## src/rtl/smem_pkg.sv

```systemverilog
`default_nettype none

package smem_pkg;

	localparam int CL         = 512; // storage word and load beat width
	localparam int MAX_READ   = 512; // reads per bank
	localparam int READ_NUM_W = 9;
	localparam int POS_W      = 7;   // 128 bases over two base words
	localparam int FIELD_W    = 64;  // ik, primary and l2 fields
	localparam int HALF_W     = CL / 2;
	localparam int BASE_W     = 8;

	// per-query status carried down the extraction pipeline
	typedef enum logic [5:0] {
		F_INIT  = 6'd0,
		F_RUN   = 6'd1,
		F_BREAK = 6'd2,
		B_INIT  = 6'd3,
		B_RUN   = 6'd4,
		BUBBLE  = 6'b110000
	} status_t;

	// destination of a load beat, in arrival order
	typedef enum logic [1:0] {
		BANK_READ_1,
		BANK_READ_2,
		BANK_PARAM,
		BANK_IK
	} bank_t;

	// issue bundle is {read_num, info, x2, x1, x0, forward_i}
	localparam int ISSUE_W = READ_NUM_W + 4 * FIELD_W + POS_W;

	localparam logic [ISSUE_W-1:0] NO_READ_FILL = {
		{READ_NUM_W{1'b1}},
		{4{64'h1111_1111_1111_1111}},
		{POS_W{1'b1}}
	};

	localparam logic [BASE_W-1:0] NO_BASE = 8'hFF;

endpackage

`default_nettype wire
```

## src/rtl/read_loader.sv

```systemverilog
`timescale 1ns/100ps
`default_nettype none

module read_loader import smem_pkg::*; (
	input  logic                  clk,
	input  logic                  reset_n,
	input  logic                  load_valid,
	input  logic [CL-1:0]         load_data,
	input  logic [READ_NUM_W-1:0] batch_size,
	output logic                  wr_en,
	output bank_t                 wr_bank,
	output logic [READ_NUM_W-1:0] wr_addr,
	output logic [CL-1:0]         wr_data,
	output logic [READ_NUM_W-1:0] read_count,
	output logic                  load_done
);

	bank_t                 arbiter;  // bank for the next beat
	logic [READ_NUM_W-1:0] read_idx; // read being filled

	// beats go straight through, only the destination is tracked here
	assign wr_en   = load_valid;
	assign wr_bank = arbiter;
	assign wr_addr = read_idx;
	assign wr_data = load_data;

	// every complete read has had its ik beat
	assign read_count = read_idx;

	always_ff @(posedge clk) begin
		if (!reset_n) begin
			arbiter  <= BANK_READ_1;
			read_idx <= '0;
		end else if (load_valid) begin
			arbiter <= bank_t'(arbiter + 2'd1); // wraps ik -> read_1
			if (arbiter == BANK_IK) begin
				read_idx <= read_idx + 1'b1;
			end
		end
	end

	// sticky until reset
	always_ff @(posedge clk) begin
		if (!reset_n) begin
			load_done <= 1'b0;
		end else if (read_idx == batch_size && batch_size != '0) begin
			load_done <= 1'b1;
		end
	end

endmodule

`default_nettype wire

```

## config.mk

```make
export PLATFORM = sky130hd
export DESIGN_NAME = read_loader
export DESIGN_NICKNAME = d
export VERILOG_FILES = /design/src/rtl/smem_pkg.sv /design/src/rtl/read_loader.sv
export SDC_FILE = /design/constraint.sdc
export NUM_CORES = 1
export LEC_CHECK = 0
export ABC_CLOCK_PERIOD_IN_PS = 1950
export BUFFER_PORTS_ARGS = -buffer_cell sky130_fd_sc_hd__buf_2
export CORE_AREA = 2 2 407 409
export CTS_CLUSTER_DIAMETER = 150
export DETAILED_ROUTE_END_ITERATION = 7
export DIE_AREA = 0 0 409 411
export PLACE_DENSITY = 0.3
export SETUP_SLACK_MARGIN = 0.05
export SLEW_MARGIN = 10
export SYNTH_ARGS = -nofsm -noshare
export SYNTH_HDL_FRONTEND = slang
export SYNTH_SLANG_ARGS = --single-unit
```

## constraint.sdc

```tcl
create_clock -name clk -period 1.95 [get_ports clk]
set_input_delay 0.0975 -clock clk [delete_from_list [all_inputs] [get_ports clk]]
set_output_delay 0.0975 -clock clk [all_outputs]
set_load 0.05 [all_outputs]
```

# Word-level counts from Yosys, hierarchy flattened
# Index checks and enable logic that the tools add are counted.
[totals]
romBits = 0
n_memories = 0
out_inout_bits = 534
latchBits = 0
word_cells = 10
register_bits = 12
in_bits = 524
ram_bits = 0
[op_classes]
div = 0
bitwise = 0
n_mux = 0
n_addsub = 2
eq_ne = 2
n_mul = 0
magnitude_cmp = 0
shifts = 0
n_reduce_logical = 3
[op_table]
columns = ["operator", "n"]
rows = [
  ["9-bit by 1-bit adder with 9-bit output (second input constant)", 1],
  ["9-bit equality test", 1],
  ["9-bit nonzero test", 1],
  ["2-bit by 1-bit adder with 2-bit output (second input constant)", 1],
  ["2-bit equality test (second input constant)", 1],
  ["2-bit AND reduction", 1],
  ["1-bit logical AND", 1],
]

# Depth between registers and ports, before layout
# Gate-level depths: netlist (run 1).
[depth]
depth_word = 2
ltp_mapped = 5
depth_no_buf = 5

# Worst setup path after synthesis (run 1)
# No wires, ideal clock.
[synth_timing]
path_kind = "reg-to-reg"
startpoint = "register arbiter[0] (netlist: wr_bank[0])"
endpoint = "register read_idx[5] (netlist: read_count[5])"
setup_slack_ns = 0.222
required_ns = 1.835
period_less_slack_ns = 1.728
setup_ns = 0.115
path_buffers = 0
path_stages_with_launch = 6
arrival_time_ns = 1.613
cell_sequence = "dfxtp_1 > ha_1 > and4_1 > nand4_1 > xnor2_1 > and2_1"
[synth_between]
elab_chain_len = 2
[synth_lines]
columns = ["element", "line_no", "text"]
rows = [
  ["from (decl)", "read_loader.sv:18", "bank_t arbiter;"],
  ["from (signal assigned)", "read_loader.sv:35", "arbiter <= bank_t'(arbiter + 2'd1);"],
  ["2-bit equality test", "read_loader.sv:36", "if (arbiter == BANK_IK) begin"],
  ["2-bit AND reduction (no line)", "--", ""],
  ["to (signal assigned)", "read_loader.sv:37", "read_idx <= read_idx + 1'b1;"],
  ["to (decl)", "read_loader.sv:19", "logic [READ_NUM_W-1:0] read_idx;"],
]
# Every way passes these cells.
# A chain may end at the register's enable or synchronous reset.

# Final worst setup path (run 1)
# Ends and elaborated chain as after synthesis.

==> impl_results.md, run 1 <==
- Port Buf Inserts: 33
- Die Height: 411 um
- Post-detailed-routing wire length: 92000 um
- Most common cell after layout, fill and taps aside: sky130_fd_sc_hd__buf_2
- Synth warn: 0
- Sw Share: 0.249
- Number of DRC markers in iteration 0: 108
- Buffer levels on the longest clock path: 2
- Sequence of cells on the critical path: ha_1, and4_1, nand4_1, xnor2_1, and2_1
- CP bufs+invs: 0
- Total leakage power: 0.441 nW
- Net count of the mapped netlist: 1116
- Worst Setup Start Kind: register
- Start point of the critical path: wr_bank[0]$_SDFFE_PN0P_
- Sinks on the clock net: 12
- Fraction of layout instances using a drive strength above 1: 0.398
- Post-layout minimum cycle time: 1430 ps
- Clock root buffer: sky130_fd_sc_hd__clkbuf_16
- Library cell contributing the largest single delay on the critical path: sky130_fd_sc_hd__dfxtp_1
- Sw Pwr: 0.181 mW
- F_max: 700 MHz
- Result of the run: completed
- Detailed placement HPWL: 89800 um
- Post-CTS Hold Buffers: 0
- Number of hold-slack violations in the final timing report: 0
- Launch point of the worst reg-to-reg path: wr_bank[0]$_SDFFE_PN0P_
- Vias in the first global route: 1656
- Signal arrival time at the worst endpoint: 1560 ps
- Final ANT Viol Nets: 0
- Later-pin clock latency in the skew report: 240 ps
- Unrepaired setup endpoints after global routing: false
- Worst min-delay path startpoint: load_data[122]
- Data required time of the worst path: 2080 ps
- Power density relative to cell area: 198 nW/um^2
- Post-synth cell types: 25
- Max_cap viols: 0
- Combinational share of power: 0.139
- Most frequent cells in the layout: 33 x sky130_fd_sc_hd__buf_2, 12 x sky130_fd_sc_hd__xnor2_1, 12 x sky130_fd_sc_hd__dfxtp_1
- Worst setup skew after layout: 2.97 ps
- Max VDD drop: 0.280 mV
- NumNets Final: 636
- FF/Latch Area: 240 sq um
- Least-Margin Pin Slew: 575 ps
- Final routed wire length divided by cell count: 40.0 um
- Pin count of the biggest net entering global routing: 13
- FP Rows: 149
- Area taken by multi-input logic gates: 395 sq um
- Routability Congestion: 0.801
- Syn Inst Count: 590
- Class of the most critical setup path: register to register
- Part of the power in registers: 0.350
- Hold/Removal Path Class: input pin to primary output
- Sequential element share of the synthesized area: 0.0527
- Post-synthesis to final-layout area growth: -19.7%
- Number of inserted filler cells in the final layout: 19600
- CTS tree: done
- Register bit count reported by yosys: 12
- Number of CTS-inserted buffers: 3
- Postcts setup bufs: 0
- Overall die area: 168000 sq um
- Final number of max-transition violations: 0
- Family with the most delay on the worst path: simple AND/OR/NAND/NOR gates
- Power share of the clock group: 0.511
- Total of endpoints with negative setup slack in the final report: 0
- Synth Cell Area: 4560 sq um
- Resized Gates After CTS: 0
- Clk slew on worst S/H paths: 40 ps
- IO Pins: 1058
- Die span in x: 409 um
- Initial DRT Pass Iterations: 4
- Via total after detailed routing: 1798
- DRC violations left: 0
- Biggest cell delay along the critical path: 360 ps
- Starting Density: 0.0278
- Normalized max-slew margin: 0.619
- Area of the core: 164000 sq um
- Final total negative setup slack: 0 ps
- GRT Residual Overflow: 0
- Htree depth: 1
- First-pass GRT wire length: 96100 um
- Post-route clock period utilization: 0.733
- Combined global-route utilization of all metal layers: 0.105
- Count of placed standard cells in the final layout, fillers left out: 2301
- Syn Area/Cell: 7.73 sq um
- Count of placed standard cells including taps: 2294
- Endpoint type of the worst setup path: register
- Internal power: 0.545 mW
- Number of antenna violations at the first check in global routing: 10
- Average via count per standard cell: 0.781
- Critical-path maximum fanout: 4
## kinds of logic (layout without fill, tap and decap cells)
kind of cell               after synthesis  count (layout)  share of synthesized area
buffers and inverters                  523              41                      0.861
and+or+nand+nor                         29              29                     0.0373
xor gates and xnor gates                14              14                     0.0269
DFF                                     12              12                     0.0527
AOI/OAI and AO/OA                        9               9                     0.0148
adders and majority gates                2               2                    0.00549
muxes                                    1               1                    0.00220
other                                    0               4                          0
## per-layer routing
layer	vias to the layer above	global-route usage	part of all wire
li1	332	-	-
met1	524	0.0241	0.082
met2	836	0.157	0.43
met3	98	0.239	0.47
met4	8	0.0115	0.016
met5	-	0.00452	0.0013
## power groups by stage
stage | logic, mW | clock network, mW | registers [mW]
finish | 0.101 | 0.371 | 0.255
global route | 0.111 | 0.400 | 0.255
CTS | 0.103 | 0.385 | 0.254
detailed placement | 0.103 | 0 | 0.259
global placement | 0.105 | 0 | 0.258
floorplan | 2.86 | 0 | 0.275
## path summary, 6_finish.rpt
kind                                      to  slack [ps]  depth (start not counted)
setup reg to reg  read_count[5]$_SDFFE_PN0P_         520                          5
hold / removal                  wr_data[122]         200                          0
setup / recovery  read_count[5]$_SDFFE_PN0P_         520                          5
hold reg to reg       load_done$_SDFFE_PN0P_         470                          1
## through the flow
stage	total power, mW	cell area [sq um]	util	hold WS [ps]	setup WS [ps]
3_5_place_dp	0.362	3580	0.0218	195	536
3_3_place_gp	0.363	3580	0.0218	195	504
5_1_grt	0.765	3650	0.0223	195	425
6_report	0.726	3660	0.0223	195	521
4_1_cts	0.743	3650	0.0223	195	521
2_1_floorplan	3.14	4560	-	251	222
## worst register-to-register path: cells and delay by family (launching register included)
kind | cells | cell delay (ps)
simple gates | 3 | 560
fa+ha+maj | 1 | 260
xor+xnor | 1 | 140
flops | 1 | 360
## cells in the mapped netlist
master	number	area (sq um)
sky130_fd_sc_hd__or3_1	2	12.5
sky130_fd_sc_hd__dfxtp_1	12	240
sky130_fd_sc_hd__buf_4	522	3920
sky130_fd_sc_hd__nand4_1	4	25.0
sky130_fd_sc_hd__o21ai_0	2	10.0
sky130_fd_sc_hd__a211o_1	1	8.76
sky130_fd_sc_hd__nor3_1	1	5.00
sky130_fd_sc_hd__nor2b_1	1	6.26
sky130_fd_sc_hd__and2_1	6	37.5
sky130_fd_sc_hd__o21a_1	1	7.51
sky130_fd_sc_hd__or2_0	1	6.26
sky130_fd_sc_hd__nand3_1	3	15.0
sky130_fd_sc_hd__and4_1	2	17.5
sky130_fd_sc_hd__a21boi_1	2	15.0
sky130_fd_sc_hd__mux2i_1	1	10.0
sky130_fd_sc_hd__nand3_2	1	10.0
sky130_fd_sc_hd__a21boi_0	1	7.51
sky130_fd_sc_hd__nand2_1	6	22.5
sky130_fd_sc_hd__xnor2_1	12	105
sky130_fd_sc_hd__a211oi_1	1	7.51
sky130_fd_sc_hd__nor4_1	2	12.5
sky130_fd_sc_hd__clkbuf_1	1	3.75
sky130_fd_sc_hd__ha_1	2	25.0
sky130_fd_sc_hd__a21boi_2	1	11.3
sky130_fd_sc_hd__xor2_1	2	17.5
## registers in the layout (all words and copies together) (netlist names)
| register | count |
|---|---|
| wr_bank | 2 |
| load_done | 1 |
| read_count | 9 |
## layout make-up
type                    count  area share
diodes                      4     0.00273
clock buffers               3      0.0205
multi-input cells          55       0.108
flip-flops and latches     12      0.0656
well taps                2189       0.748
repair buffers             38      0.0553
No activity file was read; power rests on OpenSTA's default activity.
==> run 2: changes to the inputs <==
--- a/config.mk
+++ b/config.mk
@@ -5,12 +5,12 @@
 export SDC_FILE = /design/constraint.sdc
 export NUM_CORES = 1
 export LEC_CHECK = 0
-export ABC_CLOCK_PERIOD_IN_PS = 1950
+export ABC_CLOCK_PERIOD_IN_PS = 1200
 export BUFFER_PORTS_ARGS = -buffer_cell sky130_fd_sc_hd__buf_2
-export CORE_AREA = 2 2 407 409
+export CORE_AREA = 2 2 406 408
 export CTS_CLUSTER_DIAMETER = 150
 export DETAILED_ROUTE_END_ITERATION = 7
-export DIE_AREA = 0 0 409 411
+export DIE_AREA = 0 0 408 410
 export PLACE_DENSITY = 0.3
 export SETUP_SLACK_MARGIN = 0.05
 export SLEW_MARGIN = 10
==> constraint.sdc (replaced) <==
create_clock -name clk -period 1.2 [get_ports clk]
set_input_delay 0.06 -clock clk [delete_from_list [all_inputs] [get_ports clk]]
set_output_delay 0.06 -clock clk [all_outputs]
set_load 0.05 [all_outputs]
==> run 2 against run 1 <==
Die area fell by 0.49%; worst setup slack got worse by 540 ps; global-route usage about the same; sequential cell count did not move; wire length shrank 0.39%; clock skew about the same; worst hold slack worse by 75 ps; the flow now finishes with violations (setup timing); total power increased by 75%; clock power up 87%; cell count is 0.56% higher; critical path depth did not move.
==> impl_results.md, run 2 (synthesized netlist as in run 1, its figures left out) <==
- Register-to-register setup slack: -10 ps (was 520 ps)
- Power density relative to cell area: 325 nW/um^2 (was 198 nW/um^2)
- Hold Path End: wr_data[121] (was wr_data[122])
- FP Rows: 149 (unchanged)
- Fraction of layout instances using a drive strength above 1: 0.600 (was 0.398)
- Global routing met1 resource utilization: 0.0252 (was 0.0241)
- Unrepaired setup endpoints after global routing: true (was false)
- Combined global-route utilization of all metal layers: 0.105 (about the same)
- Vias in the first global route: 1693 (was 1656)
- Hold/Removal Path Class: input pin to primary output (unchanged)
- Clk slew on worst S/H paths: 50 ps (was 40 ps)
- Port Buf Inserts: 33 (unchanged)
- Worst reg2reg path depth: 5 (unchanged)
- Final WS setup: -14.7 ps (was 521 ps)
- Worst min-delay path startpoint: load_data[121] (was load_data[122])
- Number of hold-slack violations in the final timing report: 0 (unchanged)
- Number of flip-flops under the largest register name: 9 (unchanged)
- Pin count of the biggest net entering global routing: 13 (unchanged)
- Result of the run: complete, but fails checks (was completed)
- Later-pin clock latency in the skew report: 240 ps (about the same)
- Worst setup skew after layout: 3.11 ps (was 2.97 ps)
- Overall die area: 167000 sq um (was 168000 sq um)
- Post-layout minimum cycle time: 1210 ps (was 1430 ps)
- Area of the core: 163000 sq um (was 164000 sq um)
- Max_cap viols: 0 (unchanged)
- Die span in x: 408 um (was 409 um)
- Number of CTS-inserted buffers: 3 (unchanged)
- Post-detailed-routing wire length: 91600 um (was 92000 um)
- Failing checks: setup timing
- FF-to-FF End: read_count[5]$_SDFFE_PN0P_ (unchanged)
- Sinks on the clock net: 12 (unchanged)
- Routability Congestion: 0.803 (was 0.801)
- Count of placed standard cells in the final layout, fillers left out: 2314 (was 2301)
- Launch point of the worst reg-to-reg path: wr_bank[1]$_SDFFE_PN0P_ (was wr_bank[0]$_SDFFE_PN0P_)
- Count of placed standard cells including taps: 2303 (was 2294)
- First-pass GRT wire length: 96000 um (was 96100 um)
- Endpoint type of the worst setup path: register (unchanged)
- Die Height: 410 um (was 411 um)
- Final number of max-transition violations: 0 (unchanged)
- Worst Hold Depth: 0 (unchanged)
- Most common cell after layout, fill and taps aside: sky130_fd_sc_hd__buf_2 (unchanged)
- Htree depth: 1 (unchanged)
- Starting Density: 0.0279 (was 0.0278)
- Number of antenna violations at the first check in global routing: 10 (unchanged)
- GRT Residual Overflow: 0 (unchanged)
- F_max: 823 MHz (was 700 MHz)
- CTS tree: done (unchanged)
- Via total after detailed routing: 1876 (was 1798)
- Signal arrival time at the worst endpoint: 1350 ps (was 1560 ps)
- Buffer levels on the longest clock path: 2 (unchanged)
- Most utilized layer in the global route result: met3 (unchanged)
- NumNets Final: 647 (was 636)
- Average via count per standard cell: 0.811 (was 0.781)
- Met2 routing resource usage after global routing: 0.157 (about the same)
- Number of inserted filler cells in the final layout: 19600 (about the same)
- Worst Setup Start Kind: register (unchanged)
- Initial DRT Pass Iterations: 4 (unchanged)
- Detailed placement HPWL: 89900 um (was 89800 um)
- M3 GR Usage: 0.236 (was 0.239)
- Clock root buffer: sky130_fd_sc_hd__clkbuf_16 (unchanged)
- Data required time of the worst path: 1340 ps (was 2080 ps)
- Post-synthesis to final-layout area growth: -14.1% (was -19.7%)
- Total of endpoints with negative setup slack in the final report: 2 (was 0)
- Number of DRC markers in iteration 0: 93 (was 108)
- IO Pins: 1058 (unchanged)
- Total leakage power: 0.508 nW (was 0.441 nW)
- Post-route clock period utilization: 1.01 (was 0.733)
- Most frequent cells in the layout: 17 x sky130_fd_sc_hd__buf_2, 15 x sky130_fd_sc_hd__buf_4, 12 x sky130_fd_sc_hd__xnor2_1 (was 33 x sky130_fd_sc_hd__buf_2, 12 x sky130_fd_sc_hd__xnor2_1, 12 x sky130_fd_sc_hd__dfxtp_1)
- Final standard cell area without fillers: 3920 sq um (was 3660 sq um)
- DP Area: 3710 sq um (was 3580 sq um)
- DRC violations left: 0 (unchanged)
- Least-Margin Pin Slew: 431 ps (was 575 ps)
- Final ANT Viol Nets: 0 (unchanged)
- Normalized max-slew margin: 0.715 (was 0.619)
- Critical-path maximum fanout: 4 (unchanged)
- Class of the most critical setup path: register to register (unchanged)
- Max VDD drop: 0.345 mV (was 0.280 mV)
- Final routed wire length divided by cell count: 39.6 um (was 40.0 um)
## run 2: changes by cell type in the layout (fill, tap and decap cells not counted), sizes merged
cell and delta:
clkbuf +10, buf +2, diode +1
## run 2: power by group
group	internal (mW)	switching [mW]	leakage, nW
clock	0.505	0.190	0.0442
sequential	0.394	0.00829	0.105
combinational	0.0621	0.114	0.359
## run 2: how the worst max path moves through the flow
stage | startpoint | end | slack, ps | cells past startpoint
2_1_floorplan | wr_bank[1]$_SDFFE_PN0P_ | read_count[5]$_SDFFE_PN0P_ | -90 | 5
3_3_place_gp | wr_bank[1]$_SDFFE_PN0P_ | read_count[6]$_SDFFE_PN0P_ | -90 | 5
3_5_place_dp | wr_bank[1]$_SDFFE_PN0P_ | read_count[6]$_SDFFE_PN0P_ | -70 | 5
4_1_cts | wr_bank[0]$_SDFFE_PN0P_ | read_count[6]$_SDFFE_PN0P_ | -40 | 5
5_1_grt | wr_bank[1]$_SDFFE_PN0P_ | read_count[5]$_SDFFE_PN0P_ | -70 | 5
6_report | wr_bank[1]$_SDFFE_PN0P_ | read_count[5]$_SDFFE_PN0P_ | -10 | 5
## run 2: routing by layer
metal  share of wire  wire, um
met1           0.085      7790
met2            0.43     39000
met3            0.47     43300
met4           0.014      1320
met5          0.0019       178
## run 2: worst max-delay path, stage by stage (launching register included)
cell                      delay (ps)
sky130_fd_sc_hd__dfxtp_4         350
sky130_fd_sc_hd__ha_4            160
sky130_fd_sc_hd__and4_4          230
sky130_fd_sc_hd__nand4_1         100
sky130_fd_sc_hd__xnor2_1         140
sky130_fd_sc_hd__and2_1          130
## run 2: cell type report
cell class | count | area, sq um | area share
multi-input cells | 55 | 445 | 0.114
repair buffers | 49 | 355 | 0.0908
well taps | 2189 | 2740 | 0.700
flip-flops and latches | 12 | 274 | 0.0700
diodes | 5 | 12.5 | 0.00320
clock buffers | 4 | 88.8 | 0.0227
## run 2: stage by stage
stage	utilization	setup slack [ps]	hold slack [ps]	TNS (ps)	power, mW
floorplan	-	-88.3	203	-287	5.09
global placement	0.0227	-89.5	120	-252	0.587
detailed placement	0.0227	-67.2	120	-183	0.583
CTS	0.0236	-41.6	120	-98.2	1.30
global route	0.0239	-72.9	120	-271	1.34
finish	0.0239	-14.7	120	-25.2	1.27
## run 2: what timing repair did
item | in CTS | in global routing
gates resized for setup | 16 | 12
pin swaps | 6 | 6
setup endpoints to repair | 12 | 17
hold buffers | 0 | 0
setup buffers | 0 | 2
cloned | 0 | 0
==> run 3: changes to the inputs <==
--- a/config.mk
+++ b/config.mk
@@ -6,11 +6,11 @@
 export NUM_CORES = 1
 export LEC_CHECK = 0
 export ABC_CLOCK_PERIOD_IN_PS = 1200
-export BUFFER_PORTS_ARGS = -buffer_cell sky130_fd_sc_hd__buf_2
-export CORE_AREA = 2 2 406 408
+export CORE_AREA = 2 2 415 417
 export CTS_CLUSTER_DIAMETER = 150
 export DETAILED_ROUTE_END_ITERATION = 7
-export DIE_AREA = 0 0 408 410
+export DIE_AREA = 0 0 417 419
+export DONT_BUFFER_PORTS = 1
 export PLACE_DENSITY = 0.3
 export SETUP_SLACK_MARGIN = 0.05
 export SLEW_MARGIN = 10
==> run 3 against run 2 <==
The run ends with hold timing left; count of clock-buffer cells in the layout unchanged; wire length down 4.2%; clock power down 6.3%; fmax up 2.9%; worst hold slack worse by 150 ps; critical path depth unchanged; sequential power about the same; first-iteration DRC count up 53%; non-clock buffer count down 32; sequential cell count unchanged; via count down 13%; final area down 4.4%; largest power group unchanged.
==> impl_results.md, run 3 (synthesized netlist as in run 1, its figures left out) <==
- Failing checks: hold timing (was setup timing)
- Final ANT Viol Nets: 0 (unchanged)
- Pin count of the biggest net entering global routing: 13 (unchanged)
- Register-to-register setup slack: 20 ps (was -10 ps)
- Final standard cell area without fillers: 3740 sq um (was 3920 sq um)
- Final number of max-transition violations: 0 (unchanged)
- Class of the most critical setup path: register to register (unchanged)
- Initial DRT Pass Iterations: 4 (unchanged)
- Post-route worst hold slack: -26.7 ps (was 120 ps)
- Htree depth: 1 (unchanged)
- Detailed placement HPWL: 85700 um (was 89900 um)
- Worst setup skew after layout: 3.58 ps (was 3.11 ps)
- DP Area: 3640 sq um (was 3710 sq um)
- Number of inserted filler cells in the final layout: 20300 (was 19600)
- NumNets Final: 615 (was 647)
- Post-route clock period utilization: 0.984 (was 1.01)
- Max_cap viols: 0 (unchanged)
- Routability Congestion: 0.782 (was 0.803)
- Clock root buffer: sky130_fd_sc_hd__clkbuf_16 (unchanged)
- Buffer levels on the longest clock path: 2 (unchanged)
- Most common cell after layout, fill and taps aside: sky130_fd_sc_hd__buf_4 (was sky130_fd_sc_hd__buf_2)
- Normalized max-slew margin: 0.741 (was 0.715)
- Launch point of the worst reg-to-reg path: wr_bank[1]$_SDFFE_PN0P_ (unchanged)
- Post-layout minimum cycle time: 1180 ps (was 1210 ps)
- FP Rows: 152 (was 149)
- Result of the run: complete, but fails checks (unchanged)
- DRC violations left: 0 (unchanged)
- Average via count per standard cell: 0.706 (was 0.811)
- Number of hold-slack violations in the final timing report: 8 (was 0)
- Post-detailed-routing wire length: 87800 um (was 91600 um)
- Final total negative setup slack: 0 ps (was -25.2 ps)
- Worst slack, placed: -32.7 ps (was -67.2 ps)
- Unrepaired setup endpoints after global routing: true (unchanged)
- CTS tree: done (unchanged)
- Final WS setup: 19.1 ps (was -14.7 ps)
- IO Pins: 1058 (unchanged)
- FF-to-FF End: read_count[5]$_SDFFE_PN0P_ (unchanged)
- Die span in x: 417 um (was 408 um)
- Via total after detailed routing: 1640 (was 1876)
- Number of antenna violations at the first check in global routing: 1 (was 10)
- Fraction of layout instances using a drive strength above 1: 0.432 (was 0.600)
- GRT Residual Overflow: 0 (unchanged)
- Number of CTS-inserted buffers: 3 (unchanged)
- Sinks on the clock net: 12 (unchanged)
- Starting Density: 0.0267 (was 0.0279)
- Endpoint type of the worst setup path: register (unchanged)
- First-pass GRT wire length: 91700 um (was 96000 um)
- Port Buf Inserts: 0 (was 33)
- Data required time of the worst path: 1340 ps (about the same)
- Number of flip-flops under the largest register name: 9 (unchanged)
- Power density relative to cell area: 312 nW/um^2 (was 325 nW/um^2)
- Total leakage power: 0.353 nW (was 0.508 nW)
- Final routed wire length divided by cell count: 37.8 um (was 39.6 um)
- Critical-path maximum fanout: 4 (unchanged)
- Vias in the first global route: 1605 (was 1693)
- Signal arrival time at the worst endpoint: 1320 ps (was 1350 ps)
- Die Height: 419 um (was 410 um)
- Overall die area: 175000 sq um (was 167000 sq um)
- Later-pin clock latency in the skew report: 250 ps (was 240 ps)
- Worst min-delay path startpoint: reset_n (was load_data[121])
- Clk slew on worst S/H paths: 50 ps (about the same)
- Hold/Removal Path Class: input pin to register (was input pin to primary output)
- Most frequent cells in the layout: 13 x sky130_fd_sc_hd__buf_4, 12 x sky130_fd_sc_hd__xnor2_1, 8 x sky130_fd_sc_hd__dfxtp_4 (was 17 x sky130_fd_sc_hd__buf_2, 15 x sky130_fd_sc_hd__buf_4, 12 x sky130_fd_sc_hd__xnor2_1)
- Area of the core: 171000 sq um (was 163000 sq um)
- Combined global-route utilization of all metal layers: 0.0965 (was 0.105)
- F_max: 847 MHz (was 823 MHz)
- Total of endpoints with negative setup slack in the final report: 0 (was 2)
- Number of DRC markers in iteration 0: 142 (was 93)
- Worst reg2reg path depth: 5 (unchanged)
- Worst Hold Depth: 1 (was 0)
- Post-synthesis to final-layout area growth: -17.9% (was -14.1%)
- Max VDD drop: 0.307 mV (was 0.345 mV)
- Least-Margin Pin Slew: 391 ps (was 431 ps)
- Hold Path End: wr_bank[0]$_SDFFE_PN0P_ (was wr_data[121])
- Worst Setup Start Kind: register (unchanged)
[run 3: cell count changes in the layout (fill, tap and decap cells not counted), moves of 2 or more]
| cell | delta |
|---|---|
| sky130_fd_sc_hd__buf_2 | -17 |
| sky130_fd_sc_hd__buf_6 | -6 |
| sky130_fd_sc_hd__buf_4 | -2 |
| sky130_fd_sc_hd__clkbuf_4 | -9 |
| sky130_fd_sc_hd__buf_12 | +2 |
| sky130_fd_sc_hd__diode_2 | -4 |
[run 3: area by class of cell]
type                            count  area [sq um]  share of cell area
Antenna cell                        1          2.50            0.000669
Tap cell                         2233          2790               0.747
Clock buffer                        4          78.8              0.0211
Timing Repair Buffer               17           160              0.0428
Multi-Input combinational cell     55           433               0.116
Sequential cell                    12           274              0.0732
[run 3: where the power goes]
| part | internal (mW) | switching, mW |
|---|---|---|
| Combinational | 0.0436 | 0.0720 |
| Sequential | 0.394 | 0.00802 |
| Clock | 0.450 | 0.201 |
[run 3: worst max path at each step]
stage                                 start                          to  slack [ps]
finish              wr_bank[1]$_SDFFE_PN0P_  read_count[5]$_SDFFE_PN0P_          20
detailed placement  wr_bank[1]$_SDFFE_PN0P_  read_count[4]$_SDFFE_PN0P_         -30
global placement    wr_bank[1]$_SDFFE_PN0P_  read_count[5]$_SDFFE_PN0P_         -50
CTS                 wr_bank[0]$_SDFFE_PN0P_  read_count[5]$_SDFFE_PN0P_          -7
global route        wr_bank[1]$_SDFFE_PN0P_  read_count[5]$_SDFFE_PN0P_         -50
floorplan           wr_bank[1]$_SDFFE_PN0P_  read_count[5]$_SDFFE_PN0P_         -90
[run 3: worst max-delay path: stages, from the launching register on]
cell                      delay, ps
sky130_fd_sc_hd__dfxtp_4        350
sky130_fd_sc_hd__ha_4           150
sky130_fd_sc_hd__and4_4         220
sky130_fd_sc_hd__nand4_1         90
sky130_fd_sc_hd__xnor2_1        130
sky130_fd_sc_hd__and2_1         130
[run 3: metal layers]
| layer | track usage | vias to the layer above | routed length (um) |
|---|---|---|---|
| li1 | - | 285 | - |
| met1 | 0.0200 | 497 | 6430 |
| met2 | 0.160 | 784 | 41700 |
| met3 | 0.197 | 68 | 37900 |
| met4 | 0.0209 | 6 | 1490 |
| met5 | 0.00945 | - | 250 |
[run 3: repair_timing]
action,CTS,global route
setup buffers,1,0
gates resized for setup,2,2
pin swaps,2,4
hold endpoints to repair,12,12
gates cloned,0,0
setup endpoints to repair,6,7
[run 3: per-stage QoR]
step           hold slack [ps]    util  cells  power (mW)
6_report                 -26.7  0.0219   2322        1.17
5_1_grt                  -42.3  0.0219   2322        1.23
4_1_cts                  -42.8  0.0219   2321        1.20
3_5_place_dp               120  0.0213   2316       0.537
3_3_place_gp               120  0.0213   2316       0.538
2_1_floorplan              203       -    590        5.09
